--- src/sa_pkg.sv ---
// Sizes are tied to four signed bytes per 32-bit word; K must be a multiple of 4 from 4 to 16
package sa_pkg;

  // ========================================
  // Sizes
  // ========================================
  localparam int TILE   = 4;
  localparam int K_MAX  = 16;
  localparam int ELEM_W = 8;
  localparam int ACC_W  = 32;
  localparam int DATA_W = 32;
  localparam int ADDR_W = 32;
  localparam int LEN_W  = 8;

  // ========================================
  // Vector types
  // ========================================
  typedef logic signed [ELEM_W-1:0] elem_t;
  typedef logic signed [ACC_W-1:0]  acc_t;
  typedef logic [DATA_W-1:0]        word_t;
  typedef logic [ADDR_W-1:0]        addr_t;
  // Holds K up to 16 and any k index below it
  typedef logic [4:0]               kcnt_t;
  typedef logic [1:0]               resp_t;

  localparam resp_t AXI_OKAY = 2'b00;

  // ========================================
  // State machines
  // ========================================
  typedef enum logic [1:0] {CTRL_IDLE, CTRL_LOAD, CTRL_COMPUTE, CTRL_STORE} ctrl_state_e;
  typedef enum logic [1:0] {LD_IDLE, LD_ADDR, LD_DATA} ld_state_e;
  typedef enum logic [1:0] {ST_IDLE, ST_ADDR, ST_DATA, ST_RESP} st_state_e;

  // Job configuration, strides in bytes
  typedef struct packed {
    kcnt_t k_len;
    addr_t base_a;
    addr_t base_b;
    addr_t base_c;
    addr_t stride_a;
    addr_t stride_b;
    addr_t stride_c;
  } sa_cfg_t;

  // Reduced AXI4 channel payloads
  typedef struct packed {
    addr_t            addr;
    logic [LEN_W-1:0] len;
  } axi_ar_t;

  typedef struct packed {
    word_t data;
    resp_t resp;
    logic  last;
  } axi_r_t;

  typedef struct packed {
    addr_t            addr;
    logic [LEN_W-1:0] len;
  } axi_aw_t;

  typedef struct packed {
    word_t               data;
    logic [DATA_W/8-1:0] strb;
    logic                last;
  } axi_w_t;

  typedef struct packed {
    resp_t resp;
  } axi_b_t;

  // Row i, column j at index i*TILE+j
  typedef acc_t [TILE*TILE-1:0] c_tile_t;

endpackage
--- src/tile_controller.sv ---
// One job at a time; a start while busy is dropped, and i_k_len is only checked at start
module tile_controller (
  input  logic          M_AXI_ACLK,
  input  logic          M_AXI_ARESETN,
  input  logic          i_start,
  input  sa_pkg::kcnt_t i_k_len,
  input  logic          i_ld_done,
  input  logic          i_ld_err,
  input  logic          i_cmp_done,
  input  logic          i_st_done,
  input  logic          i_st_err,
  output logic          o_ld_start,
  output logic          o_cmp_start,
  output logic          o_st_start,
  output logic          o_busy,
  output logic          o_done,
  output logic          o_error
);

  sa_pkg::ctrl_state_e state_q;
  logic                accept;
  logic                k_ok;
  logic                done_q;
  logic                error_q;

  assign accept = (state_q == sa_pkg::CTRL_IDLE) && i_start;

  // Legal K is nonzero, a multiple of 4 and at most K_MAX
  assign k_ok = (i_k_len != '0) && (i_k_len[1:0] == 2'b00) &&
                (i_k_len <= sa_pkg::kcnt_t'(sa_pkg::K_MAX));

  assign o_busy  = (state_q != sa_pkg::CTRL_IDLE);
  assign o_done  = done_q;
  assign o_error = error_q;

  // ========================================
  // Job sequencing
  // ========================================
  always_ff @(posedge M_AXI_ACLK or negedge M_AXI_ARESETN) begin
    if (!M_AXI_ARESETN) begin
      state_q     <= sa_pkg::CTRL_IDLE;
      done_q      <= 1'b0;
      error_q     <= 1'b0;
      o_ld_start  <= 1'b0;
      o_cmp_start <= 1'b0;
      o_st_start  <= 1'b0;
    end else begin
      o_ld_start  <= accept && k_ok;
      o_cmp_start <= (state_q == sa_pkg::CTRL_LOAD) && i_ld_done;
      o_st_start  <= (state_q == sa_pkg::CTRL_COMPUTE) && i_cmp_done;
      case (state_q)
        sa_pkg::CTRL_IDLE: begin
          if (i_start) begin
            // Bad K finishes at once with the error flag
            done_q  <= !k_ok;
            error_q <= !k_ok;
            if (k_ok) begin
              state_q <= sa_pkg::CTRL_LOAD;
            end
          end
        end
        sa_pkg::CTRL_LOAD: begin
          if (i_ld_done) begin
            state_q <= sa_pkg::CTRL_COMPUTE;
            if (i_ld_err) begin
              error_q <= 1'b1;
            end
          end
        end
        sa_pkg::CTRL_COMPUTE: begin
          if (i_cmp_done) begin
            state_q <= sa_pkg::CTRL_STORE;
          end
        end
        sa_pkg::CTRL_STORE: begin
          if (i_st_done) begin
            state_q <= sa_pkg::CTRL_IDLE;
            done_q  <= 1'b1;
            if (i_st_err) begin
              error_q <= 1'b1;
            end
          end
        end
        default: state_q <= sa_pkg::CTRL_IDLE;
      endcase
    end
  end

  a_start_onehot: assert property (@(posedge M_AXI_ACLK) disable iff (!M_AXI_ARESETN)
    $onehot0({o_ld_start, o_cmp_start, o_st_start}));

  a_busy_done_excl: assert property (@(posedge M_AXI_ACLK) disable iff (!M_AXI_ARESETN)
    !(o_busy && o_done));

endmodule

--- config.mk ---
export PLATFORM = sky130hd
export DESIGN_NAME = tile_controller
export DESIGN_NICKNAME = d
export VERILOG_FILES = /design/src/sa_pkg.sv /design/src/tile_controller.sv
export SDC_FILE = /design/constraint.sdc
export NUM_CORES = 1
export LEC_CHECK = 0
export ABC_AREA = 1
export BUFFER_PORTS_ARGS = -buffer_cell sky130_fd_sc_hd__buf_2
export CORE_AREA = 2 2 39 41
export DETAILED_ROUTE_END_ITERATION = 7
export DIE_AREA = 0 0 41 43
export PLACE_DENSITY = 0.59
export SLEW_MARGIN = 20
export SYNTH_ARGS = -nofsm -noshare
export SYNTH_HDL_FRONTEND = slang
export SYNTH_SLANG_ARGS = --single-unit
--- constraint.sdc ---
create_clock -name M_AXI_ACLK -period 2.1 [get_ports M_AXI_ACLK]
set_input_delay 0.315 -clock M_AXI_ACLK [delete_from_list [all_inputs] [get_ports M_AXI_ACLK]]
set_output_delay 0.315 -clock M_AXI_ACLK [all_outputs]
set_load 0.01 [all_outputs]
Yosys cells after proc, flatten, opt, wreduce, memory -nomap -nowiden:

Cells that the tools add are included.

* register bits after elaboration: 7
* latch bits: 0
* bits in writable memories: 0
* ROM bits: 0
* word-level logic and storage cells: 47
* memories: 0

* add/sub/neg operators: 0
* multipliers: 0
* divide/modulo/power cells: 0
* magnitude comparators: 1
* equal/unequal tests: 10
* shifts and indexed selects: 0
* multiplexer cells: 14
* bitwise operators: 0
* reductions and logical operators: 16

Operator list (number)
* != test 2 bit (second input constant): 7
* two-way mux 2 bit: 5
* one-hot mux 2 bit (4 select lines): 1
* logical AND 1 bit: 6
* two-way mux 1 bit: 6
* AND reduction 6 bit: 1
* less-or-equal comparator 5 bit (second input constant): 1
* AND reduction 5 bit: 1
* nonzero test 5 bit: 1
* equality test 2 bit (second input constant): 2
* zero test 2 bit: 2
* nonzero test 2 bit: 2
* one-hot mux 1 bit (3 select lines): 1
* AND reduction 3 bit: 1
* nonzero test 3 bit: 1
* equality test 2 x 1 -> 1 bit (second input constant): 1
* one-hot mux 1 bit (2 select lines): 1
* zero test 1 bit: 1

Longest topological paths before layout:

* depth after elaboration: 6
* gate-level depth with buffers: 8
* gate-level depth less buffers: 8

Worst setup path after synthesis:

Ideal clock, no wire load.

* kind: flip-flop to flip-flop
* from: register state_q[0]
* to: register state_q[0]
* setup time: 0.117 ns
* arrival: 1.130 ns
* slack: 0.854 ns
* stages on the path, launching flop included: 9
* path buffers: 0
* clock period less this slack: 1.246 ns
* cells stage by stage: dfrtp_1 inv_1 ha_1 nand2_1 nand2_2 nor2_4 nand2_2 nand2_1 nand2_1

* cells in the longest elaborated chain, start to end: 3

RTL lines
* start, declared: line tile_controller.sv:20 `sa_pkg::ctrl_state_e state_q;`
* start signal, assigned: line tile_controller.sv:41 `state_q <= sa_pkg::CTRL_IDLE;`
* start signal, assigned: line tile_controller.sv:58 `state_q <= sa_pkg::CTRL_LOAD;`
* start signal, assigned: line tile_controller.sv:64 `state_q <= sa_pkg::CTRL_COMPUTE;`
* equality test 2 bit, or another cell as far along: line tile_controller.sv:51 `case (state_q)`
* != test 2 bit (no line)
* AND reduction 5 bit (no line)

Several ways; a longest one is shown, not always the timed one.
A chain may end at the register's enable or synchronous reset.

Final worst setup path:

* from: register state_q[0]
* to: output o_busy

* cells in the longest elaborated chain, start to end: 1

RTL lines
* nonzero test 2 bit: line tile_controller.sv:32 `assign o_busy = (state_q != sa_pkg::CTRL_IDLE);`
* end, declared: line tile_controller.sv:15 `output logic o_busy,`

No other way between the ends.

==> results <==
- The run finished with clean final reports.
- The shortest clock period the worst path allows after layout is 1.55 ns.
- The power per standard cell area is 1310 nW/µm².
- The share of total power dissipated in the clock network is 0.160.
- The worst setup path is captured at a primary output.
- The first global-routing pass estimated 1.56 mm of wire.
- The detailed router placed 433 vias in this run.
- Setup violations remaining at the end of the flow were counted as 0.
- The number of placed instances, taps included, is 96.
- The number of DRC violations after detailed routing is 0.
- The worst endpoint required time is 1.78 ns.
- The total overflow left after global routing is 0.
- Across the routed clock network, the largest skew measured is 0.00385 ns.
- The count of unique library cells instantiated by Yosys is 17.
- The number of nets handed over by synthesis was 80.
- Summed over all layers, the routed wires come to 953 µm.
- The warning count from the yosys run is 0.
- For this design the static power due to leakage is 0.365 nW.
- The die covers 1760 µm².
- The startpoint of the lowest-slack hold path is i_ld_done.
- In this run the critical register-to-register path is launched from state_q[0]$_DFFE_PN0P_.
- CTS built an H-tree with a depth of 1.
- The number of max-cap violations is 0.
- The clock transition at the registers of the reported paths is approximately 0.060 ns.
- The netlist area before placement is 470 µm².
- The routed design uses 56 µm of met3 wire.
- The clock tree from TritonCTS is done.
- The total length of routed met2 wires is 489 µm.
- For this design the total switching power over the nets is 0.359 mW.
- The final weighted congestion in routability-driven placement is 0.749.
- The sequential group share of total power is 0.270.
- STA classifies the critical path startpoint as a register.
- The layout cell share with drive strength beyond 1 is 0.341.
- By area the synthesized netlist is led by dfrtp_1 37%, ha_1 13%, nand2_1 12%, inv_1 8.8%, nor2_1 4.8%.
- After legalization and detailed placement, the total HPWL measured approximately 770 µm.
- The number of endpoints with negative hold slack in the final report was 0.
- The highest metal layer carrying signal wires in the routed design is met4.
- The data arrival at the endpoint of the critical path is 1.24 ns.
- The count of final max-slew check failures is 0.
- The proportion of power drawn by combinational gates is 0.569.
- Before antenna repair, the detailed router went through 4 iterations.
- The overall routing resource usage is 0.141.
- The highest fanout seen on the critical path is 4.
- The worst hold path class is input pin to register.
- The average cell area after synthesis is 7.59 µm².
- The die span in y is approximately 43 µm.
- The instance area after placement is ~580 µm².
- The maximum clock path buffer count is 2.
- Summed over all instances, the cell type with the most area after synthesis is dfrtp_1.
- The post-detailed-route wirelength per cell is 9.44 µm.
- For this run, the top clock speed supported by timing is roughly 640 MHz.
- In the final routing, the length of wire on met1 measures just under 400 µm.
- The portion of the post-synthesis area used by sequential elements is 0.372.
- Hold is met by approximately 0.27 ns.
- The synthesized design contains 7 register bits.
- Headroom to the max-slew limit came out at 0.852.
- The internal power of the cells is 0.447 mW.
- 0 antenna diodes ended up in the layout.
- The number of buffers inserted to repair setup after CTS is 0.
- The largest vdd supply drop is approximately 0.49 mV.
- The post-route clock period utilization is 0.740.
- Tracing the worst setup path back leads to its startpoint at state_q[0]$_DFFE_PN0P_.
- During placement, the flow inserted port buffers numbering 18.
- After routing the design area is 617 µm².
- After layout, the design draws a total of slightly above 0.8 mW.
- Setup repair after global routing left no endpoint under its margin.
- Of the post-synthesis cell area, the dominant cell type holds 0.372.
- The slew at the pin with the worst max-slew slack is roughly 0.22 ns.
- The synthesis-to-layout area growth is 31.1%.
- TritonCTS created 3 clock buffers.
- The number of clock sinks is 7.
- The floorplan has 14 rows.
- After routing, the total negative slack on setup checks comes to 0 ns.
- During I/O placement, the number of pins put on the boundary was 19.
- The initial antenna violation count is 0.
- The region available for standard cell placement spans 1380 µm².
- Leaving out filler cells and counting taps, the final layout contains 101.
- The horizontal extent of the die is 41 µm.
- The internal reg-to-reg setup slack is 0.72 ns.
- The residual antenna-violating net count after detailed routing is 0.
- The tree is rooted in a clkbuf_4.
- The largest net degree at the start of global routing is 8.
- After technology mapping, the gate count stands at 62.
- The effective utilization at floorplan is 0.340.
- The via count of the first global-routing pass is roughly 410.
- For this run, the post-layout net count is 104.
- The switching power share of the total is 0.446.
- The clock reaches the later pin of the worst-skew pair after ~0.25 ns.
- The worst setup path is of the register to primary output kind.
- The number of violations reported at the end of detailed-routing iteration 0 is 11.
- Dividing the detail-routed via count by the number of cells gives roughly 4.3.
## metrics by stage
| stage | setup WS, ns | utilization |
|---|---|---|
| final | 0.547 | 0.446 |
| after global routing | 0.470 | 0.446 |
| after CTS | 0.528 | 0.446 |
| after detailed placement | 0.723 | 0.420 |
| after global placement | 0.732 | 0.420 |
| after floorplan | 0.854 | - |
## layout by cell type (no fill, tap or decap)
| cell | n |
|---|---|
| clkbuf_1 | 1 |
| inv_2 | 1 |
| inv_1 | 11 |
| o21ai_0 | 2 |
| o21ai_2 | 1 |
| or2_2 | 1 |
| dlygate4sd3_1 | 1 |
| nand2_1 | 15 |
| ha_1 | 5 |
| nand4_1 | 1 |
| nand3_1 | 3 |
| nor2_1 | 6 |
| o21ai_1 | 2 |
| nand3_2 | 1 |
| dfrtp_1 | 7 |
| clkbuf_4 | 3 |
| o211ai_1 | 1 |
| nor3_1 | 1 |
| nor2_4 | 1 |
| buf_2 | 18 |
| nand2_2 | 3 |
## Yosys cell counts (all sizes together)
cell type	instances
dfrtp	7
ha	5
inv	12
nand2	18
nand3	4
nand4	1
nor2	7
nor3	1
o211ai	1
o21ai	5
or2	1
## what timing repair did
action / in CTS / in global routing
hold buffers: 1 / 0
endpoints found under the hold margin: 7 / 0
gates resized for setup: 0 / 0
## worst paths after layout
check | to | cells past startpoint
setup / recovery | o_busy | 4
hold reg to reg | o_error$_DFFE_PN0P_ | 2
max in group asynchronous | state_q[1]$_DFFE_PN0P_ | 2
min in group asynchronous | o_error$_DFFE_PN0P_ | 2
setup reg to reg | state_q[1]$_DFFE_PN0P_ | 8
hold / removal | o_cmp_start$_DFF_PN0_ | 3
## cells by family after synthesis
logic type / Yosys count / synth area share
simple gates: 32 / 0.322
buf+inv: 12 / 0.0957
flops: 7 / 0.372
compound gates: 6 / 0.0771
fa+ha+maj: 5 / 0.133
## flip-flops by register name, summed over array words and instances (netlist names)
name and flops:
o_error 1, o_ld_start 1, o_cmp_start 1, state_q 2
o_done 1, o_st_start 1
## layout make-up
cell class,count,area (µm²)
Clock buffer,4,26.3
Fill cell,149,767
Sequential cell,7,175
Inverter,12,45.0
Multi-Input combinational cell,43,250
Tap cell,16,20.0
Timing Repair Buffer,19,100
## power by group through the flow
stage                     clock network (mW)  logic, mW  registers, mW
after floorplan                            0      0.327          0.234
after CTS                              0.131      0.465          0.220
after global placement                     0      0.454          0.221
after global routing                   0.144      0.532          0.229
final                                  0.129      0.459          0.218
after detailed placement                   0      0.462          0.222
## routing by layer
metal / up-vias / global-route usage
li1: 236 / -
met1: 187 / 0.147
met2: 8 / 0.203
met3: 2 / 0.0628
met4: 0 / 0.120
met5: - / 0
## worst max-delay path, cell delays in order, from the launching register on
cell and delay, ns:
dfrtp_1 0.42, inv_1 0.12, ha_1 0.26, inv_2 0.06, buf_2 0.14
Note: power is estimated with default switching activity, not from simulation.
