`src/sa_pkg.sv`:
```
// Sizes are tied to four signed bytes per 32-bit word; K must be a multiple of 4 from 4 to 16
package sa_pkg;

  // ========================================
  // Sizes
  // ========================================
  localparam int TILE   = 4;
  localparam int K_MAX  = 16;
  localparam int ELEM_W = 8;
  localparam int ACC_W  = 32;
  localparam int DATA_W = 32;
  localparam int ADDR_W = 32;
  localparam int LEN_W  = 8;

  // ========================================
  // Vector types
  // ========================================
  typedef logic signed [ELEM_W-1:0] elem_t;
  typedef logic signed [ACC_W-1:0]  acc_t;
  typedef logic [DATA_W-1:0]        word_t;
  typedef logic [ADDR_W-1:0]        addr_t;
  // Holds K up to 16 and any k index below it
  typedef logic [4:0]               kcnt_t;
  typedef logic [1:0]               resp_t;

  localparam resp_t AXI_OKAY = 2'b00;

  // ========================================
  // State machines
  // ========================================
  typedef enum logic [1:0] {CTRL_IDLE, CTRL_LOAD, CTRL_COMPUTE, CTRL_STORE} ctrl_state_e;
  typedef enum logic [1:0] {LD_IDLE, LD_ADDR, LD_DATA} ld_state_e;
  typedef enum logic [1:0] {ST_IDLE, ST_ADDR, ST_DATA, ST_RESP} st_state_e;

  // Job configuration, strides in bytes
  typedef struct packed {
    kcnt_t k_len;
    addr_t base_a;
    addr_t base_b;
    addr_t base_c;
    addr_t stride_a;
    addr_t stride_b;
    addr_t stride_c;
  } sa_cfg_t;

  // Reduced AXI4 channel payloads
  typedef struct packed {
    addr_t            addr;
    logic [LEN_W-1:0] len;
  } axi_ar_t;

  typedef struct packed {
    word_t data;
    resp_t resp;
    logic  last;
  } axi_r_t;

  typedef struct packed {
    addr_t            addr;
    logic [LEN_W-1:0] len;
  } axi_aw_t;

  typedef struct packed {
    word_t               data;
    logic [DATA_W/8-1:0] strb;
    logic                last;
  } axi_w_t;

  typedef struct packed {
    resp_t resp;
  } axi_b_t;

  // Row i, column j at index i*TILE+j
  typedef acc_t [TILE*TILE-1:0] c_tile_t;

endpackage
```
`src/tile_loader.sv`:
```
// One read burst in flight; RLAST closes each burst and i_cfg must stay stable for the job
module tile_loader (
  input  logic            M_AXI_ACLK,
  input  logic            M_AXI_ARESETN,
  input  logic            i_start,
  input  sa_pkg::sa_cfg_t i_cfg,
  input  logic            i_arready,
  input  sa_pkg::axi_r_t  i_r,
  input  logic            i_rvalid,
  output sa_pkg::axi_ar_t o_ar,
  output logic            o_arvalid,
  output logic            o_rready,
  output logic            o_a_we,
  output logic            o_b_we,
  output sa_pkg::kcnt_t   o_widx,
  output sa_pkg::word_t   o_wdata,
  output logic            o_done,
  output logic            o_err
);

  sa_pkg::ld_state_e        state_q;
  sa_pkg::kcnt_t            row_q;
  logic [1:0]               beat_q;
  logic                     is_b_q;
  logic                     err_q;
  sa_pkg::addr_t            addr_q;
  sa_pkg::kcnt_t            words_per_row;
  logic [sa_pkg::LEN_W-1:0] a_len;
  logic                     r_fire;
  logic                     bad_beat;
  logic                     row_end_a;
  logic                     row_end_b;

  assign words_per_row = {2'b00, i_cfg.k_len[4:2]};
  assign a_len         = 8'(words_per_row) - 8'd1;
  assign r_fire        = o_rready && i_rvalid;
  assign bad_beat      = r_fire && (i_r.resp != sa_pkg::AXI_OKAY);
  assign row_end_a     = (row_q == sa_pkg::kcnt_t'(sa_pkg::TILE - 1));
  assign row_end_b     = (row_q == i_cfg.k_len - 5'd1);

  assign o_arvalid = (state_q == sa_pkg::LD_ADDR);
  assign o_rready  = (state_q == sa_pkg::LD_DATA);
  assign o_ar.addr = addr_q;
  // B rows are single words
  assign o_ar.len  = is_b_q ? '0 : a_len;

  assign o_a_we  = r_fire && !is_b_q;
  assign o_b_we  = r_fire && is_b_q;
  assign o_wdata = i_r.data;
  assign o_widx  = is_b_q ? row_q : row_q * words_per_row + {3'b000, beat_q};
  assign o_done  = r_fire && i_r.last && is_b_q && row_end_b;
  assign o_err   = err_q || bad_beat;

  // ========================================
  // Burst sequencing
  // ========================================
  always_ff @(posedge M_AXI_ACLK or negedge M_AXI_ARESETN) begin
    if (!M_AXI_ARESETN) begin
      state_q <= sa_pkg::LD_IDLE;
      row_q   <= '0;
      beat_q  <= '0;
      is_b_q  <= 1'b0;
      err_q   <= 1'b0;
    end else begin
      case (state_q)
        sa_pkg::LD_IDLE: begin
          if (i_start) begin
            state_q <= sa_pkg::LD_ADDR;
            row_q   <= '0;
            is_b_q  <= 1'b0;
            err_q   <= 1'b0;
          end
        end
        sa_pkg::LD_ADDR: begin
          if (i_arready) begin
            state_q <= sa_pkg::LD_DATA;
            beat_q  <= '0;
          end
        end
        sa_pkg::LD_DATA: begin
          if (i_rvalid) begin
            beat_q <= beat_q + 2'd1;
            if (bad_beat) begin
              err_q <= 1'b1;
            end
            if (i_r.last) begin
              if (!is_b_q && row_end_a) begin
                is_b_q  <= 1'b1;
                row_q   <= '0;
                state_q <= sa_pkg::LD_ADDR;
              end else if (is_b_q && row_end_b) begin
                state_q <= sa_pkg::LD_IDLE;
              end else begin
                row_q   <= row_q + 5'd1;
                state_q <= sa_pkg::LD_ADDR;
              end
            end
          end
        end
        default: state_q <= sa_pkg::LD_IDLE;
      endcase
    end
  end

  // Row address walks base plus stride, then jumps to the B base
  always_ff @(posedge M_AXI_ACLK) begin
    if ((state_q == sa_pkg::LD_IDLE) && i_start) begin
      addr_q <= i_cfg.base_a;
    end else if (r_fire && i_r.last) begin
      if (!is_b_q && row_end_a) begin
        addr_q <= i_cfg.base_b;
      end else if (is_b_q) begin
        addr_q <= addr_q + i_cfg.stride_b;
      end else begin
        addr_q <= addr_q + i_cfg.stride_a;
      end
    end
  end

  a_ar_stable: assert property (@(posedge M_AXI_ACLK) disable iff (!M_AXI_ARESETN)
    o_arvalid && !i_arready |=> o_arvalid && $stable(o_ar));

endmodule

```
`config.mk`:
```
export PLATFORM = sky130hd
export DESIGN_NAME = tile_loader
export DESIGN_NICKNAME = d
export VERILOG_FILES = /design/src/sa_pkg.sv /design/src/tile_loader.sv
export SDC_FILE = /design/constraint.sdc
export NUM_CORES = 1
export LEC_CHECK = 0
export BUFFER_PORTS_ARGS = -buffer_cell sky130_fd_sc_hd__buf_2
export CAP_MARGIN = 10
export CORE_AREA = 2 2 124 126
export CTS_BUF_LIST = sky130_fd_sc_hd__clkbuf_8
export DETAILED_ROUTE_END_ITERATION = 8
export DIE_AREA = 0 0 126 128
export MAX_ROUTING_LAYER = met4
export PLACE_DENSITY_LB_ADDON = 0.25
export SLEW_MARGIN = 40
export SYNTH_ARGS = -nofsm -noshare
export SYNTH_HDL_FRONTEND = slang
export SYNTH_SLANG_ARGS = --single-unit
```
`constraint.sdc`:
```
create_clock -name M_AXI_ACLK -period 10.1 [get_ports M_AXI_ACLK]
set_input_delay 1.01 -clock M_AXI_ACLK [delete_from_list [all_inputs] [get_ports M_AXI_ACLK]]
set_output_delay 1.01 -clock M_AXI_ACLK [all_outputs]
set_load 0.01 [all_outputs]
```
* Word-level counts from Yosys, hierarchy flattened
Index checks and enable logic that the tools add are counted.
** Word-level totals
- Input bits :: 237
- Output and inout bits :: 83
- Flip-flop bits (word level) :: 43
** Operators by class
- Eq/ne operators :: 11
- Add/subtract/negate cells :: 7
- Multipliers :: 1
- Reduce and logical (&&, ||, !) cells :: 22
- Muxes and demuxes :: 30
** Operators by type and width (number)
- 2-to-1 mux 32 bit :: 4
- adder 32 bit :: 2
- 2-to-1 mux 5 bit :: 6
- 2-to-1 mux 2 bit :: 6
- logical AND 1 bit :: 10
- one-hot mux 5 bit (2 select lines) :: 1
- AND reduction 5 bit :: 2
- 2-to-1 mux 1 bit :: 8
- 2-to-1 mux 8 bit :: 1
- != test 2 bit, second input constant :: 4
- AND reduction 4 bit :: 2
- nonzero test 2 bit :: 4
- one-hot mux 2 bit (3 select lines) :: 1
- adder 5 x 1 -> 5 bit, second input constant :: 1
- adder 5 x 2 -> 5 bit :: 1
- equality test 5 x 2 -> 1 bit, second input constant :: 1
- equality test 5 bit :: 1
- multiplier 5 x 3 -> 5 bit :: 1
- subtractor 5 x 1 -> 5 bit, second input constant :: 1
- != test 2 x 1 -> 1 bit, second input constant :: 2
- one-hot mux 1 bit (2 select lines) :: 2
- one-hot mux 2 bit (2 select lines) :: 1
- subtractor 3 x 1 -> 4 bit, second input constant :: 1
- != test 3 bit, second input constant :: 1
- other kinds (7) :: 7

* Logic depth before layout (Yosys ltp)
- Depth after elaboration :: 8
- Gate-level depth with buffers :: 12
- Mapped depth without buffers :: 10

* Least setup slack after synthesis
Ideal clock, no wire load.
- Kind :: in2out
- From :: input i_cfg[194] (netlist name)
- To :: output o_widx[4]
- Stages on the path :: 10
- Arrival :: 3.149 ns
- Setup slack :: 5.941 ns
- Data required time :: 9.090 ns
- Cells stage by stage :: buf_4 and2_1 fa_1 ha_1 ha_1 a21o_1 a21oi_1 xnor2_1 a21oi_1 o22ai_1
** On the way
- Word-level cells in the longest chain between the ends :: 3
** Ends and longest elaborated chain
- start, declared :: line tile_loader.sv:6 : input sa_pkg::sa_cfg_t i_cfg,
- multiplier 5 x 3 -> 5 bit :: line tile_loader.sv:50 : assign o_widx = is_b_q ? row_q : row_q * words_per_row + {3'b000, beat_q};
- adder 5 x 2 -> 5 bit :: line tile_loader.sv:50
- 2-to-1 mux 5 bit :: line tile_loader.sv:50
- end, declared :: line tile_loader.sv:15 : output sa_pkg::kcnt_t o_widx,
Every way passes these cells.

* Final worst setup path
- From :: input i_cfg[196] (netlist name)
- To :: output o_widx[4]
The elaborated chain is that of the path after synthesis.

==> impl_metrics.ini <==
[run_status]
status = complete, no violations

[critical_path]
crit_required_ns = 9.09
crit_cells = 11
path_cells = buf_2 > and2_1 > fa_1 > ha_1 > ha_1 > a21o_1 > a21oi_1 > xnor2_1 > a21oi_1 > o22ai_1 > buf_2
reg2reg_depth = 11
cp-start-kind = input pin
crit_path_end_kind = primary output
cp_top_family = adder cells
cp_slowest_cell = fa_1
crit_buf_inv = 2
path_max_fanout = 6
cpPeakStageDelay_ns = 0.48
cp.arrival_ns = 3.39
critPathKind = input pin to primary output

[drt]
drc = 0
vias = 5061
first_pass_iters = 4
finalWirelength_mm = 15.7
wl_per_cell_um = 16.4
drtAntennaViolNets = 0
drt-initial-drc-count = 256
via_per_inst = 5.28

[clocking]
clkLatencyLatePin_ns = 0.33
postCtsSetupRepairBufs = 0
postCtsResizedCells = 0
cts-buffers-inserted = 5
root_buffer = clkbuf_8
max-clock-path-buffers = 2
cts_max_level = 2
path_clk_slew_ns = 0.09
cts_tree = done
cts_hold_buf = 0
numClockSinks = 43

[die]
fp.dieW_um = 126
dieArea_sq_um = 16100
initial_core_util_pct = 35.5
fp-row-count = 45
pin_count = 320
fp.dieH_um = 128
coreArea_sq_um = 14900

[yosys]
synth_warnings = 0
synthDistinctLibCells = 68
synthFlopType = edfxtp_1
netlist_area_sq_um = 5280
synth-edff-count = 32
ys_ff_latch = 43
yosysSeqAreaShare_pct = 23.4
synthArstFlopShare_pct = 25.6
synth_fp_nets = 919
syn_inst = 635
synth_area_per_cell_sq_um = 8.32

[sta]
clock_skew_ns = 0.0191
hold_viol = 0
worst-slew-pin-transition_ns = 0.774
report.final.slew_viol_count = 0
period_minus_slack_ns = 4.40
setup_violations = 0
grt_setup_unrepaired = no
setup_tns_ns = 0
post-route-period-util_pct = 43.5
slew_headroom_pct = 48.3
fmax_mhz = 227

[finish]
drive_gt1_share_pct = 34.1
final_cell_count_no_fill = 959
syn2layout_area_growth_pct = 16.4
mostFrequentLayoutCells = buf_2 (191), nand2_1 (66), a21oi_1 (63)
stdcell_area_sq_um = 6140
final_common_cell = buf_2
final_nets = 1052

[global_routing]
grt_usage_pct = 19.5
first_global_vias = 4838
grt_max_degree = 52
antenna_found_initial = 2
grt_overflow = 0
grt_pass1_wl_mm = 24.5

[worst_hold_path]
min_path_type = flip-flop to flip-flop
whs_path_depth = 1

[placement]
io_buffers = 191
place.detailed.hpwl_mm = 12.2
place.gp.congestion = 0.891
postPlaceCellArea_sq_um = 6060
dp.cells = 949

[power]
total_power_mw = 1.56
p_per_area_nw_per_um2 = 254
ir_worst_vdd_mv = 0.131
power_leakage_nw = 2.84

[job]
cap_viol_max_count = 0
-- flip-flops by register name, summed over array words and instances (netlist names) --
signal,flops
row_q,5
err_q,1
addr_q,32
state_q,2
beat_q,2
is_b_q,1
-- path summary, 6_finish.rpt --
path | startpoint | end | slack (ns)
max in group asynchronous | M_AXI_ARESETN | is_b_q | 9.31
worst max-delay path | i_cfg[196] | o_widx[4] | 5.70
worst max register to register | is_b_q | addr_q[26] | 6.11
worst min register to register | err_q | err_q | 0.49
min in group asynchronous | M_AXI_ARESETN | state_q[1] | 0.56
worst min-delay path | err_q | err_q | 0.49
-- layer usage --
| layer | global-route usage [%] | vias up | wire [um] |
|---|---|---|---|
| li1 | - | 2544 | - |
| met1 | 24.9 | 2325 | 6970 |
| met2 | 31.4 | 162 | 7360 |
| met3 | 4.05 | 30 | 1100 |
| met4 | 5.49 | 0 | 272 |
| met5 | - | - | 0 |
-- layout make-up --
cell class | count | area [sq um]
fill | 1600 | 8720
clock buffer | 5 | 68.8
inverter | 12 | 45.0
antenna | 2 | 5.00
tap | 188 | 235
sequential | 43 | 1240
timing repair buffer | 196 | 993
multi-input combinational | 510 | 3550
clock inverter | 3 | 12.5
-- power by group --
part	internal (mW)	leakage (nW)	switching, mW	total, mW
sequential	0.317	0.446	0.0533	0.371
combinational	0.439	2.35	0.630	1.07
clock	0.0469	0.0505	0.0722	0.119
-- cell families (layout without fill, tap and decap cells) --
group | after synthesis | in the layout | share of synthesized area, %
AND/OR/NAND/NOR | 208 | 208 | 19.6
AO/OA/AOI/OAI | 178 | 178 | 21.2
buffers and inverters | 82 | 216 | 9.53
adder cells (fa/ha/maj) | 47 | 47 | 11.7
flip-flops | 43 | 43 | 23.4
multiplexers | 40 | 40 | 8.39
XOR/XNOR | 37 | 37 | 6.14
other | 0 | 2 | 0
-- cell usage after synthesis (all sizes together) (2+ instances only) --
| library cell | count | area share, % |
|---|---|---|
| xor2 | 18 | 3.0 |
| fa | 4 | 1.5 |
| or2 | 3 | 0.36 |
| buf | 58 | 7.8 |
| o211ai | 7 | 1.1 |
| edfxtp | 32 | 18 |
| a41o | 2 | 0.38 |
| o31ai | 2 | 0.38 |
| a21boi | 3 | 0.43 |
| inv | 12 | 0.85 |
| nor2b | 2 | 0.24 |
| o21ai | 49 | 4.7 |
| mux2 | 34 | 7.3 |
| xnor2 | 19 | 3.2 |
| a211oi | 5 | 0.90 |
| o21a | 3 | 0.43 |
| and2 | 11 | 1.3 |
| a31oi | 13 | 1.5 |
| nand4 | 9 | 1.2 |
| and3 | 14 | 1.8 |
| clkbuf | 12 | 0.85 |
| o21bai | 2 | 0.28 |
| a211o | 2 | 0.33 |
| nand2 | 67 | 4.9 |
| a21oi | 66 | 6.5 |
| a2111oi | 3 | 1.0 |
| nor4 | 4 | 0.76 |
| or3 | 10 | 1.2 |
| nand3 | 11 | 1.0 |
| nor2 | 55 | 4.1 |
| a21o | 12 | 1.7 |
| o22ai | 2 | 0.24 |
| mux2i | 6 | 1.1 |
| ha | 43 | 10 |
| dfrtp | 11 | 5.2 |
| nor3 | 16 | 1.6 |
-- stage by stage --
step	worst slack, ns	hold WS (ns)	utilization, %
floorplan	5.94	0.442	-
global placement	5.70	0.463	40.7
detailed placement	5.71	0.468	40.7
CTS	5.70	0.487	41.3
global route	5.52	0.520	41.3
finish	5.70	0.492	41.3
No activity file was read; power rests on OpenSTA's default activity.
