[src/sa_pkg.sv]
// Sizes are tied to four signed bytes per 32-bit word; K must be a multiple of 4 from 4 to 16
package sa_pkg;

  // ========================================
  // Sizes
  // ========================================
  localparam int TILE   = 4;
  localparam int K_MAX  = 16;
  localparam int ELEM_W = 8;
  localparam int ACC_W  = 32;
  localparam int DATA_W = 32;
  localparam int ADDR_W = 32;
  localparam int LEN_W  = 8;

  // ========================================
  // Vector types
  // ========================================
  typedef logic signed [ELEM_W-1:0] elem_t;
  typedef logic signed [ACC_W-1:0]  acc_t;
  typedef logic [DATA_W-1:0]        word_t;
  typedef logic [ADDR_W-1:0]        addr_t;
  // Holds K up to 16 and any k index below it
  typedef logic [4:0]               kcnt_t;
  typedef logic [1:0]               resp_t;

  localparam resp_t AXI_OKAY = 2'b00;

  // ========================================
  // State machines
  // ========================================
  typedef enum logic [1:0] {CTRL_IDLE, CTRL_LOAD, CTRL_COMPUTE, CTRL_STORE} ctrl_state_e;
  typedef enum logic [1:0] {LD_IDLE, LD_ADDR, LD_DATA} ld_state_e;
  typedef enum logic [1:0] {ST_IDLE, ST_ADDR, ST_DATA, ST_RESP} st_state_e;

  // Job configuration, strides in bytes
  typedef struct packed {
    kcnt_t k_len;
    addr_t base_a;
    addr_t base_b;
    addr_t base_c;
    addr_t stride_a;
    addr_t stride_b;
    addr_t stride_c;
  } sa_cfg_t;

  // Reduced AXI4 channel payloads
  typedef struct packed {
    addr_t            addr;
    logic [LEN_W-1:0] len;
  } axi_ar_t;

  typedef struct packed {
    word_t data;
    resp_t resp;
    logic  last;
  } axi_r_t;

  typedef struct packed {
    addr_t            addr;
    logic [LEN_W-1:0] len;
  } axi_aw_t;

  typedef struct packed {
    word_t               data;
    logic [DATA_W/8-1:0] strb;
    logic                last;
  } axi_w_t;

  typedef struct packed {
    resp_t resp;
  } axi_b_t;

  // Row i, column j at index i*TILE+j
  typedef acc_t [TILE*TILE-1:0] c_tile_t;

endpackage
[src/tile_store.sv]
// One write burst in flight; i_c and i_cfg must stay stable until done
module tile_store (
  input  logic            M_AXI_ACLK,
  input  logic            M_AXI_ARESETN,
  input  logic            i_start,
  input  sa_pkg::sa_cfg_t i_cfg,
  input  sa_pkg::c_tile_t i_c,
  input  logic            i_awready,
  input  logic            i_wready,
  input  sa_pkg::axi_b_t  i_b,
  input  logic            i_bvalid,
  output sa_pkg::axi_aw_t o_aw,
  output logic            o_awvalid,
  output sa_pkg::axi_w_t  o_w,
  output logic            o_wvalid,
  output logic            o_bready,
  output logic            o_done,
  output logic            o_err
);

  sa_pkg::st_state_e state_q;
  logic [1:0]        row_q;
  logic [1:0]        beat_q;
  logic              err_q;
  sa_pkg::addr_t     addr_q;
  logic              b_fire;
  logic              bad_resp;

  assign b_fire   = o_bready && i_bvalid;
  assign bad_resp = b_fire && (i_b.resp != sa_pkg::AXI_OKAY);

  assign o_awvalid = (state_q == sa_pkg::ST_ADDR);
  assign o_wvalid  = (state_q == sa_pkg::ST_DATA);
  assign o_bready  = (state_q == sa_pkg::ST_RESP);

  // Every row is one four-beat burst
  assign o_aw.addr = addr_q;
  assign o_aw.len  = 8'(sa_pkg::TILE - 1);
  assign o_w.data  = i_c[{row_q, beat_q}];
  assign o_w.strb  = '1;
  assign o_w.last  = (beat_q == 2'd3);

  assign o_done = b_fire && (row_q == 2'd3);
  assign o_err  = err_q || bad_resp;

  // ========================================
  // Row bursts
  // ========================================
  always_ff @(posedge M_AXI_ACLK or negedge M_AXI_ARESETN) begin
    if (!M_AXI_ARESETN) begin
      state_q <= sa_pkg::ST_IDLE;
      row_q   <= '0;
      beat_q  <= '0;
      err_q   <= 1'b0;
    end else begin
      case (state_q)
        sa_pkg::ST_IDLE: begin
          if (i_start) begin
            state_q <= sa_pkg::ST_ADDR;
            row_q   <= '0;
            err_q   <= 1'b0;
          end
        end
        sa_pkg::ST_ADDR: begin
          if (i_awready) begin
            state_q <= sa_pkg::ST_DATA;
            beat_q  <= '0;
          end
        end
        sa_pkg::ST_DATA: begin
          if (i_wready) begin
            beat_q <= beat_q + 2'd1;
            if (o_w.last) begin
              state_q <= sa_pkg::ST_RESP;
            end
          end
        end
        sa_pkg::ST_RESP: begin
          if (i_bvalid) begin
            if (bad_resp) begin
              err_q <= 1'b1;
            end
            row_q   <= row_q + 2'd1;
            state_q <= (row_q == 2'd3) ? sa_pkg::ST_IDLE : sa_pkg::ST_ADDR;
          end
        end
        default: state_q <= sa_pkg::ST_IDLE;
      endcase
    end
  end

  always_ff @(posedge M_AXI_ACLK) begin
    if ((state_q == sa_pkg::ST_IDLE) && i_start) begin
      addr_q <= i_cfg.base_c;
    end else if (b_fire) begin
      addr_q <= addr_q + i_cfg.stride_c;
    end
  end

  // W payload holds while the slave stalls
  a_w_stable: assert property (@(posedge M_AXI_ACLK) disable iff (!M_AXI_ARESETN)
    o_wvalid && !i_wready |=> o_wvalid && $stable(o_w));

endmodule

[config.mk]
export PLATFORM = sky130hd
export DESIGN_NAME = tile_store
export DESIGN_NICKNAME = d
export VERILOG_FILES = /design/src/sa_pkg.sv /design/src/tile_store.sv
export SDC_FILE = /design/constraint.sdc
export NUM_CORES = 1
export LEC_CHECK = 0
export BUFFER_PORTS_ARGS = -buffer_cell sky130_fd_sc_hd__buf_2
export CORE_AREA = 2 2 311 313
export CTS_BUF_LIST = sky130_fd_sc_hd__clkbuf_8
export DETAILED_ROUTE_END_ITERATION = 10
export DIE_AREA = 0 0 313 315
export PLACE_DENSITY = 0.37
export SLEW_MARGIN = 10
export SYNTH_ARGS = -nofsm -noshare
export SYNTH_HDL_FRONTEND = slang
export SYNTH_SLANG_ARGS = --single-unit
[constraint.sdc]
create_clock -name M_AXI_ACLK -period 5.27 [get_ports M_AXI_ACLK]
set_input_delay 1.581 -clock M_AXI_ACLK [delete_from_list [all_inputs] [get_ports M_AXI_ACLK]]
set_output_delay 1.581 -clock M_AXI_ACLK [all_outputs]
set_load 0.05 [all_outputs]
## Word-level counts from Yosys, hierarchy flattened

Cells that the tools add are included.

- Add/subtract/negate cells: 3
- Muxes and demuxes: 21
- Eq/ne operators: 11
- Magnitude comparators: 1
- Reductions and logical operators: 14

Operators with widths:

| kind | count |
|---|---|
| 32-bit binary-select mux with 4-bit select | 1 |
| 32-bit two-way mux | 3 |
| 32-bit adder | 1 |
| 2-bit two-way mux | 9 |
| 2-bit != test (second input constant) | 5 |
| 2-bit equality test (second input constant) | 4 |
| 2-bit case mux with 2 select lines | 2 |
| 2-bit case mux with 4 select lines | 1 |
| 2-bit nonzero test | 4 |
| 3-bit AND reduction | 2 |
| 4-bit by 5-bit < comparator with 1-bit output (second input constant) | 1 |
| 5-bit AND reduction | 1 |
| 2-bit by 1-bit adder with 2-bit output (second input constant) | 2 |
| 1-bit logical AND | 4 |
| 1-bit two-way mux | 4 |
| 4-bit AND reduction | 1 |
| 2-bit by 1-bit equality test with 1-bit output (second input constant) | 1 |
| 2-bit logical NOT | 1 |
| 2-bit by 1-bit != test with 1-bit output (second input constant) | 1 |
| 1-bit case mux with 2 select lines | 1 |
| 1-bit logical OR | 1 |

- Bits in registers: 39
- Word-level logic and storage cells: 55
- Output and inout bits: 82
- Input bits: 717

## Depth between registers and ports, before layout

Gate-level depths: netlist (run 1).

- Depth in word-level cells: 6
- Depth in mapped cells: 10
- Gate-level depth less buffers: 10

## Worst setup path before layout (run 1)

Ideal clock, no wire load.

- Path type: input -> output
- Start point: in i_c[229] (netlist name)
- End point: out o_w[10] (netlist name)
- Slack: 1,037 ps
- Buffers on the path: 0
- Arrival time: 2,652 ps
- Required time: 3,689 ps
- Cell stages on the path: 2
- Cells stage by stage: mux4_2 -> mux4_2

RTL lines:

| what | line | RTL |
|---|---|---|
| from (decl) | tile_store.sv:7 | `input sa_pkg::c_tile_t i_c,` |
| to (decl) | tile_store.sv:14 | `output sa_pkg::axi_w_t o_w,` |

==> results of run 1 <==
==> state kept, by name, summed over array words and instances (netlist names) <==
name	count
beat_q	2
row_q	2
addr_q	32
state_q	2
err_q	1
==> final timing paths <==
kind / slack (ns) / end
setup / recovery: 0.64 / o_w[32]
hold / removal: 0.57 / state_q[0]$_DFFE_PN0P_
setup reg to reg: 2.38 / addr_q[28]$_DFFE_PP_
hold reg to reg: 0.57 / state_q[0]$_DFFE_PN0P_
max in group asynchronous: 3.94 / beat_q[0]$_DFFE_PN0P_
min in group asynchronous: 1.10 / row_q[0]$_DFFE_PN0P_
==> report_power, final <==
group	switching [µW]	internal, µW	total, µW
Clock	140	139	279
Sequential	179	600	779
Combinational	3530	2020	5550
==> placed cells by master, fill, tap and decap left out, drive strengths merged, types with 5 or more instances in the layout <==
master and n:
edfxtp 32, nand3 12, diode 6, nand2b 6, conb 12, nand4 7, o21ai 35, ha 37
a21o 15, inv 11, nor3 6, a21oi 55, dfrtp 7, nor2 43, clkbuf 5, xnor2 14
xor2 13, nand2 51, buf 667, mux4 160, o21bai 6
==> worst register-to-register path: stages (launching register included) <==
cell       delay (ns)
edfxtp_1         0.41
ha_1             0.47
nand4_2          0.24
nor3_2           0.19
o2111ai_1        0.22
and3_1           0.26
o41a_1           0.46
o21ai_2          0.19
xnor2_1          0.15
o21ai_1          0.07
==> stage by stage <==
step / hold WS, ns / area (µm²) / worst slack (ns)
floorplan: 0.499 / 7520 / 1.04
global placement: 0.553 / 12200 / 0.528
detailed placement: 0.555 / 12200 / 0.534
CTS: 0.566 / 12300 / 0.534
global route: 0.586 / 12300 / 0.566
finish: 0.566 / 12300 / 0.639
==> cell families (layout without fill, tap and decap cells) <==
group	count (synthesis)	count (layout)	share of synthesized area
and+or+nand+nor	140	140	0.0867
AOI/OAI and AO/OA	145	145	0.130
adders and majority gates	38	38	0.0646
buffers and inverters	80	687	0.0500
muxes	162	162	0.484
other	2	18	0.00100
xor gates and xnor gates	27	27	0.0316
DFF	39	39	0.152
==> layer usage <==
| layer | routed length [µm] | share of wire |
|---|---|---|
| met2 | 30500 | 0.51 |
| met5 | 216 | 0.0036 |
| met3 | 5460 | 0.092 |
| met1 | 22100 | 0.37 |
| met4 | 1230 | 0.021 |
==> cell type report <==
class,count,area (µm²),area share
Sequential cell,39,1140,0.0928
Clock buffer,5,68.8,0.00558
Multi-Input combinational cell,524,6010,0.487
Timing Repair Buffer,667,3420,0.277
Clock inverter,3,38.8,0.00314
Inverter,12,46.3,0.00375
Tap cell,1276,1600,0.129
Antenna cell,6,15.0,0.00122
==> impl_metrics.csv, run 1 <==
group,metric,value,unit
routing,wl_per_cell,23.5,µm
logic_synthesis,yosys_warnings,0,
grt,met1_usage,0.132,
sta,fmax,216,MHz
logic_synthesis,synthesis.area,7480,µm²
final_layout,utilization,0.129,
power,leakagePower,0.00510,µW
final_layout,fillCellCount,11100,
critical_path,crit_fanout,1,
critical_path,crit_path_cell_trace,"buf_2 -> mux4_2 -> mux4_2 -> buf_2",
logic_synthesis,yosysMostFrequentCell,"mux4_2",
logic_synthesis,syn_inst,633,
clock_tree,clkTransAtPathRegs,0.10,ns
critical_path,cp.required,3.69,ns
worst_hold_path,hold_class,"flip-flop to flip-flop",
sta,setup_violations,0,
grt,grt_max_degree,50,
final_layout,drive_above_1_share,0.682,
routing,dr.pass1.iters,5,
critical_path,crit_type,"primary input to output port",
place,hpwl,54400,µm
critical_path,crit_family,"multiplexers",
final_layout,syn_to_final_growth,65.0,%
clock_tree,cts-root-buf,"clkbuf_8",
grt,track_usage,0.115,
job,max_cap_viol_count,0,
power,vdd_drop_max,259,µV
critical_path,crit_start,"i_c[251]",
power,pwr_density_cell,535,nW/µm²
floorplanning,die_w,313,µm
logic_synthesis,ys_seq_area_frac,0.152,
logic_synthesis,synth_common_cells,"160 x mux4_2, 53 x a21oi_1, 50 x nand2_1",
place,port_buffers,653,
sta,min_period_over_period,0.879,
logic_synthesis,ys_ff_latch,39,
routing,drc,0,
sta,finalMaxSlewViolations,0,
clock_tree,clock_sinks,39,
power,total_power,6610,µW
grt,grt_busiest_layer,"met2",
logic_synthesis,synth_top_area_cell,"mux4_2",
floorplanning,rows,114,
logic_synthesis,synth_area_leaders,"mux4_2 48%, edfxtp_1 13%, ha_1 6.2%",
routing,drt_iter0_markers,552,
grt,grt-ovfl-total,0,
clock_tree,holdBufCountCts,0,
clock_tree,post-cts-setup-buffers,0,
routing,ant_nets,0,
sta,rsz0062_at_grt,"no",
clock_tree,cts.repair.resized,0,
sta,skew,0.0127,ns
final_layout,finalNetCount,2004,
critical_path,critPathBufInv,2,
sta,setup_tns,0,ns
routing,post_drt_via_cell_ratio,3.45,
worst_hold_path,min_delay_path_depth,1,
grt,grt_pass1_wl,78100,µm
logic_synthesis,synth_edf_count,32,
clock_tree,cts_tree,"built",
place,globalplace.congestion,0.841,
logic_synthesis,synth_top_area_share,0.482,
logic_synthesis,synthArstFlopShare,0.179,
floorplanning,die_y,315,µm
grt,grt_pass1_vias,9105,
critical_path,cp_slowest_cell,"mux4_2",
sta,hold_viol,0,
floorplanning,io_pins,799,
place,dp.cells,2518,
clock_tree,numCtsBuffers,5,
logic_synthesis,synthDistinctLibCells,63,
clock_tree,clockBufferDepth,2,
worst_hold_path,min_from,"state_q[0]$_DFFE_PN0P_",
clock_tree,insertion_delay,0.33,ns
critical_path,slowest_delay,0.54,ns
floorplanning,die-area,98600,µm²
logic_synthesis,synthFlopType,"edfxtp_1",
sta,post-route-min-period,4.63,ns
routing,routed_wl,59500,µm
critical_path,timing.rr.start,"addr_q[8]$_DFFE_PP_",
floorplanning,start_util,0.0781,
logic_synthesis,avgSynthCellArea,11.8,µm²
critical_path,worstRegToRegCells,9,
status,status,"complete, no violations",
grt,antenna_found_initial,60,
critical_path,end_kind,"output port",
sta,tightest_slew,0.939,ns
critical_path,arrival,3.05,ns
grt,use_met3,0.0360,
routing,vias,8733,
final_layout,layoutNonFillerInstCount,2532,
grt,grt_util_met2,0.209,
clock_tree,cts_max_level,2,
sta,relSlewSlack,0.374,
floorplanning,core,95700,µm²
critical_path,cp.depth,4,
critical_path,crit_path_start_kind,"primary input",
Note: power is estimated with default switching activity, not from simulation.
==> run 2, diff against run 1 <==
--- a/config.mk
+++ b/config.mk
@@ -5,7 +5,7 @@
 export SDC_FILE = /design/constraint.sdc
 export NUM_CORES = 1
 export LEC_CHECK = 0
-export BUFFER_PORTS_ARGS = -buffer_cell sky130_fd_sc_hd__buf_2
+export BUFFER_PORTS_ARGS = -buffer_cell sky130_fd_sc_hd__buf_4
 export CORE_AREA = 2 2 311 313
 export CTS_BUF_LIST = sky130_fd_sc_hd__clkbuf_8
 export DETAILED_ROUTE_END_ITERATION = 10
==> run 2 against run 1 <==
Core utilization grew 1.7 points. Hold slack improved by 0.012 ns. Sequential power increased by 4.4%. Final area rose by 13%. Wire length rose by 2.6%. Critical path type unchanged.
==> impl_metrics.csv, run 2 (synthesis gave the netlist of run 1 again) <==
group,metric,value,unit
status,status,"complete, no violations",
final_layout,largest_reg_flops,32,
power,vdd_drop_max,216,µV
grt,grt_max_degree,49,
routing,drt_iter0_markers,552,
final_layout,syn_to_final_growth,86.6,%
routing,ant_nets,0,
power,pwr_density_cell,498,nW/µm²
sta,rsz0062_at_grt,"no",
floorplanning,rows,114,
clock_tree,cts.repair.resized,0,
power,leakagePower,0.00565,µW
sta,min_period_over_period,0.885,
final_layout,final_common_cell,"buf_4",
floorplanning,die_y,315,µm
job,max_cap_viol_count,0,
sta,post-route-min-period,4.66,ns
clock_tree,cts-root-buf,"clkbuf_8",
sta,setup_ws,0.605,ns
critical_path,cp.required,3.69,ns
clock_tree,insertion_delay,0.33,ns
routing,wl_per_cell,24.1,µm
critical_path,arrival,3.08,ns
routing,vias,8748,
sta,finalMaxSlewViolations,0,
sta,hold_viol,0,
sta,setup_violations,0,
floorplanning,start_util,0.0781,
final_layout,fillCellCount,10900,
floorplanning,die_w,313,µm
clock_tree,post-cts-setup-buffers,0,
routing,post_drt_via_cell_ratio,3.46,
grt,grt-ovfl-total,0,
sta,skew,0.0112,ns
floorplanning,core,95700,µm²
clock_tree,clock_sinks,39,
place,hpwl,55100,µm
clock_tree,clockBufferDepth,2,
critical_path,crit_path_start_kind,"primary input",
sta,fmax,214,MHz
critical_path,crit_path_cell_trace,"buf_4 -> mux4_2 -> mux4_2 -> buf_4",
place,port_buffers,653,
worst_hold_path,hold_class,"flip-flop to flip-flop",
place,pre_cts_slack,0.557,ns
grt,antenna_found_initial,33,
critical_path,crit_fanout,1,
clock_tree,cts_max_level,2,
final_layout,top_register,"addr_q",
final_layout,final_cell_mix,"660 x buf_4, 160 x mux4_2, 53 x a21oi_1",
critical_path,end_kind,"output port",
clock_tree,holdBufCountCts,0,
clock_tree,clkTransAtPathRegs,0.08,ns
final_layout,drive_above_1_share,0.682,
floorplanning,io_pins,799,
routing,drc,0,
place,globalplace.congestion,0.867,
sta,holdWs,0.579,ns
grt,grt_pass1_wl,80900,µm
sta,relSlewSlack,0.352,
clock_tree,cts_tree,"built",
critical_path,slowest_delay,0.59,ns
routing,routed_wl,61100,µm
final_layout,finalNetCount,2001,
critical_path,cp_slowest_cell,"mux4_2",
clock_tree,numCtsBuffers,5,
critical_path,crit_type,"primary input to output port",
routing,dr.pass1.iters,5,
sta,tightest_slew,0.972,ns
grt,track_usage,0.118,
sta,setup_tns,0,ns
floorplanning,die-area,98600,µm²
grt,grt_pass1_vias,9525,
-- run 2: path summary, 6_finish.rpt --
kind	from	endpoint	slack, ns	depth (start not counted)
worst min-delay path	state_q[0]$_DFFE_PN0P_	state_q[0]$_DFFE_PN0P_	0.58	1
worst max-delay path	i_c[254]	o_w[35]	0.61	4
worst max register to register	addr_q[8]$_DFFE_PP_	addr_q[28]$_DFFE_PP_	2.34	9
min in group asynchronous	M_AXI_ARESETN	row_q[1]$_DFFE_PN0P_	1.06	1
max in group asynchronous	M_AXI_ARESETN	beat_q[1]$_DFFE_PN0P_	4.05	1
worst min register to register	state_q[0]$_DFFE_PN0P_	state_q[0]$_DFFE_PN0P_	0.58	1
-- run 2: final cells by class --
type	instances	area, µm²	area share
Multi-Input combinational cell	524	6010	0.430
Tap cell	1276	1600	0.114
Timing Repair Buffer	664	5030	0.361
Clock inverter	3	38.8	0.00278
Antenna cell	8	20.0	0.00143
Clock buffer	5	68.8	0.00493
Sequential cell	39	1140	0.0820
Inverter	12	46.3	0.00332
-- run 2: power breakdown --
| group | internal (µW) | switching, µW |
|---|---|---|
| clock | 139 | 136 |
| combinational | 2320 | 3540 |
| sequential | 601 | 212 |
-- run 2: per-layer routing --
| metal | wire [µm] | global-route usage |
|---|---|---|
| met3 | 5030 | 0.0341 |
| met1 | 22900 | 0.135 |
| met4 | 1290 | 0.0300 |
| met5 | 97 | 0 |
| met2 | 31700 | 0.215 |
-- run 2: critical path, delay by kind of cell --
family,cells,cell delay [ns]
buf+inv,2,0.36
mux,2,1.13
-- run 2: stage by stage --
stage / area, µm² / utilization / total power (µW) / cells
after floorplan: 7520 / - / 4660 / 643
after global placement: 13800 / 0.145 / 6820 / 2515
after detailed placement: 13800 / 0.145 / 6850 / 2515
after CTS: 13900 / 0.146 / 7140 / 2523
after global routing: 14000 / 0.146 / 7450 / 2529
final: 14000 / 0.146 / 6960 / 2531
==> run 3, diff against run 2 <==
==> constraint.sdc (replaced) <==
create_clock -name M_AXI_ACLK -period 5.96 [get_ports M_AXI_ACLK]
set_input_delay 1.788 -clock M_AXI_ACLK [delete_from_list [all_inputs] [get_ports M_AXI_ACLK]]
set_output_delay 1.788 -clock M_AXI_ACLK [all_outputs]
set_load 0.05 [all_outputs]
==> run 3 against run 2 <==
Critical path depth stayed put. Hold slack worse by 0.0071 ns. First-iteration DRC count increased by 3.8%. Global-route usage grew 0.064 points. Non-clock buffer count is 1 higher. Setup slack better by 0.30 ns. Core utilization is essentially flat. Die area is the same. Critical endpoint unchanged. Sequential share of layout area barely moved. Via count is 1.2% higher. Critical path type unchanged. Largest cell class unchanged.
==> impl_metrics.csv, run 3 (synthesis gave the netlist of run 1 again) <==
group,metric,value,unit
routing,vias,8855,
routing,wl_met1,22500,µm
clock_tree,clockBufferDepth,2,
place,globalplace.congestion,0.869,
clock_tree,insertion_delay,0.33,ns
clock_tree,cts-root-buf,"clkbuf_8",
sta,fmax,198,MHz
critical_path,cp_slowest_cell,"mux4_2",
place,port_buffers,653,
floorplanning,die_y,315,µm
final_layout,largest_reg_flops,32,
clock_tree,numCtsBuffers,5,
sta,setup_ws,0.906,ns
power,vdd_drop_max,332,µV
sta,post-route-min-period,5.05,ns
routing,wl_per_cell,24.2,µm
routing,post_drt_via_cell_ratio,3.49,
clock_tree,cts_max_level,2,
grt,track_usage,0.119,
critical_path,cp.depth,4,
sta,tightest_slew,0.887,ns
critical_path,endpoint,"o_w[35]",
clock_tree,clkTransAtPathRegs,0.09,ns
final_layout,fillCellCount,10900,
critical_path,cp.required,4.17,ns
worst_hold_path,hold_class,"flip-flop to flip-flop",
critical_path,reg2reg_slack,3.03,ns
critical_path,worstRegToRegCells,9,
clock_tree,post-cts-setup-buffers,0,
clock_tree,clock_sinks,39,
critical_path,crit_type,"primary input to output port",
clock_tree,cts_tree,"built",
power,pwr_density_cell,441,nW/µm²
floorplanning,start_util,0.0781,
sta,relSlewSlack,0.409,
critical_path,crit_fanout,1,
routing,wl_met3,5160,µm
power,leakagePower,0.00565,µW
grt,grt_pass1_vias,9595,
critical_path,slowest_delay,0.56,ns
critical_path,crit_path_start_kind,"primary input",
floorplanning,io_pins,799,
sta,setup_tns,0,ns
sta,setup_violations,0,
final_layout,drive_above_1_share,0.683,
final_layout,syn_to_final_growth,86.7,%
sta,rsz0062_at_grt,"no",
floorplanning,die-area,98600,µm²
place,hpwl,55300,µm
job,max_cap_viol_count,0,
grt,grt_pass1_wl,81300,µm
grt,antenna_found_initial,40,
routing,drc,0,
final_layout,final_common_cell,"buf_4",
floorplanning,rows,114,
place,pre_cts_slack,0.815,ns
grt,grt_max_degree,50,
clock_tree,holdBufCountCts,0,
critical_path,reg2reg_to,"addr_q[28]$_DFFE_PP_",
clock_tree,cts.repair.resized,0,
sta,hold_viol,0,
critical_path,end_kind,"output port",
routing,top_layer_used,"met5",
floorplanning,core,95700,µm²
critical_path,critPathBufInv,2,
sta,finalMaxSlewViolations,0,
final_layout,top_register,"addr_q",
critical_path,crit_start,"i_c[254]",
worst_hold_path,min_delay_path_depth,1,
critical_path,crit_family,"multiplexers",
routing,routed-wl-met2,32300,µm
critical_path,arrival,3.27,ns
final_layout,final_cell_mix,"662 x buf_4, 160 x mux4_2, 53 x a21oi_1",
sta,min_period_over_period,0.848,
floorplanning,die_w,313,µm
grt,grt-ovfl-total,0,
sta,skew,0.00914,ns
routing,ant_nets,0,
routing,dr.pass1.iters,5,
routing,drt_iter0_markers,573,
critical_path,crit_path_cell_trace,"buf_4 -> mux4_2 -> mux4_2 -> buf_4",
routing,routed_wl,61400,µm
status,status,"complete, no violations",
final_layout,finalNetCount,2002,
critical_path,timing.rr.start,"addr_q[8]$_DFFE_PP_",
==> run 3: cell count changes in the layout (fill, tap and decap cells not counted) <==
cell,delta
diode_2,+3
buf_4,+2
buf_12,-1
==> run 3: power by group <==
part | internal [µW] | switching [µW] | leakage [µW]
Combinational | 2050 | 3130 | 0.00521
Clock | 123 | 122 | 0.0000556
Sequential | 531 | 195 | 0.000386
==> run 3: layout make-up <==
type / count / area (µm²) / area share
Multi-Input combinational cell: 524 / 6010 / 0.430
Timing Repair Buffer: 665 / 5030 / 0.360
Tap cell: 1276 / 1600 / 0.114
Sequential cell: 39 / 1140 / 0.0820
Clock buffer: 5 / 68.8 / 0.00493
Inverter: 12 / 46.3 / 0.00332
Clock inverter: 3 / 38.8 / 0.00278
Antenna cell: 11 / 27.5 / 0.00197
==> run 3: worst min path at each step <==
stage / from / slack, ns / endpoint
5_1_grt: row_q[1]$_DFFE_PN0P_ / 0.59 / row_q[1]$_DFFE_PN0P_
2_1_floorplan: row_q[1]$_DFFE_PN0P_ / 0.50 / row_q[1]$_DFFE_PN0P_
3_5_place_dp: row_q[1]$_DFFE_PN0P_ / 0.55 / row_q[1]$_DFFE_PN0P_
3_3_place_gp: row_q[1]$_DFFE_PN0P_ / 0.54 / row_q[1]$_DFFE_PN0P_
6_report: row_q[1]$_DFFE_PN0P_ / 0.57 / row_q[1]$_DFFE_PN0P_
4_1_cts: row_q[1]$_DFFE_PN0P_ / 0.57 / row_q[1]$_DFFE_PN0P_
==> run 3: per-layer routing <==
metal  vias up  track usage
li1       3830            -
met1      4399        0.134
met2       516        0.219
met3        84       0.0349
met4        26       0.0281
met5         -            0
==> run 3: metrics by stage <==
step	cells	util	total power, µW	area (µm²)	hold slack, ns
final	2535	0.146	6160	14000	0.572
after global routing	2530	0.146	6590	13900	0.592
after detailed placement	2516	0.144	6060	13800	0.547
after global placement	2516	0.144	6030	13800	0.536
after floorplan	643	-	4120	7520	0.499
after CTS	2524	0.146	6330	13900	0.573
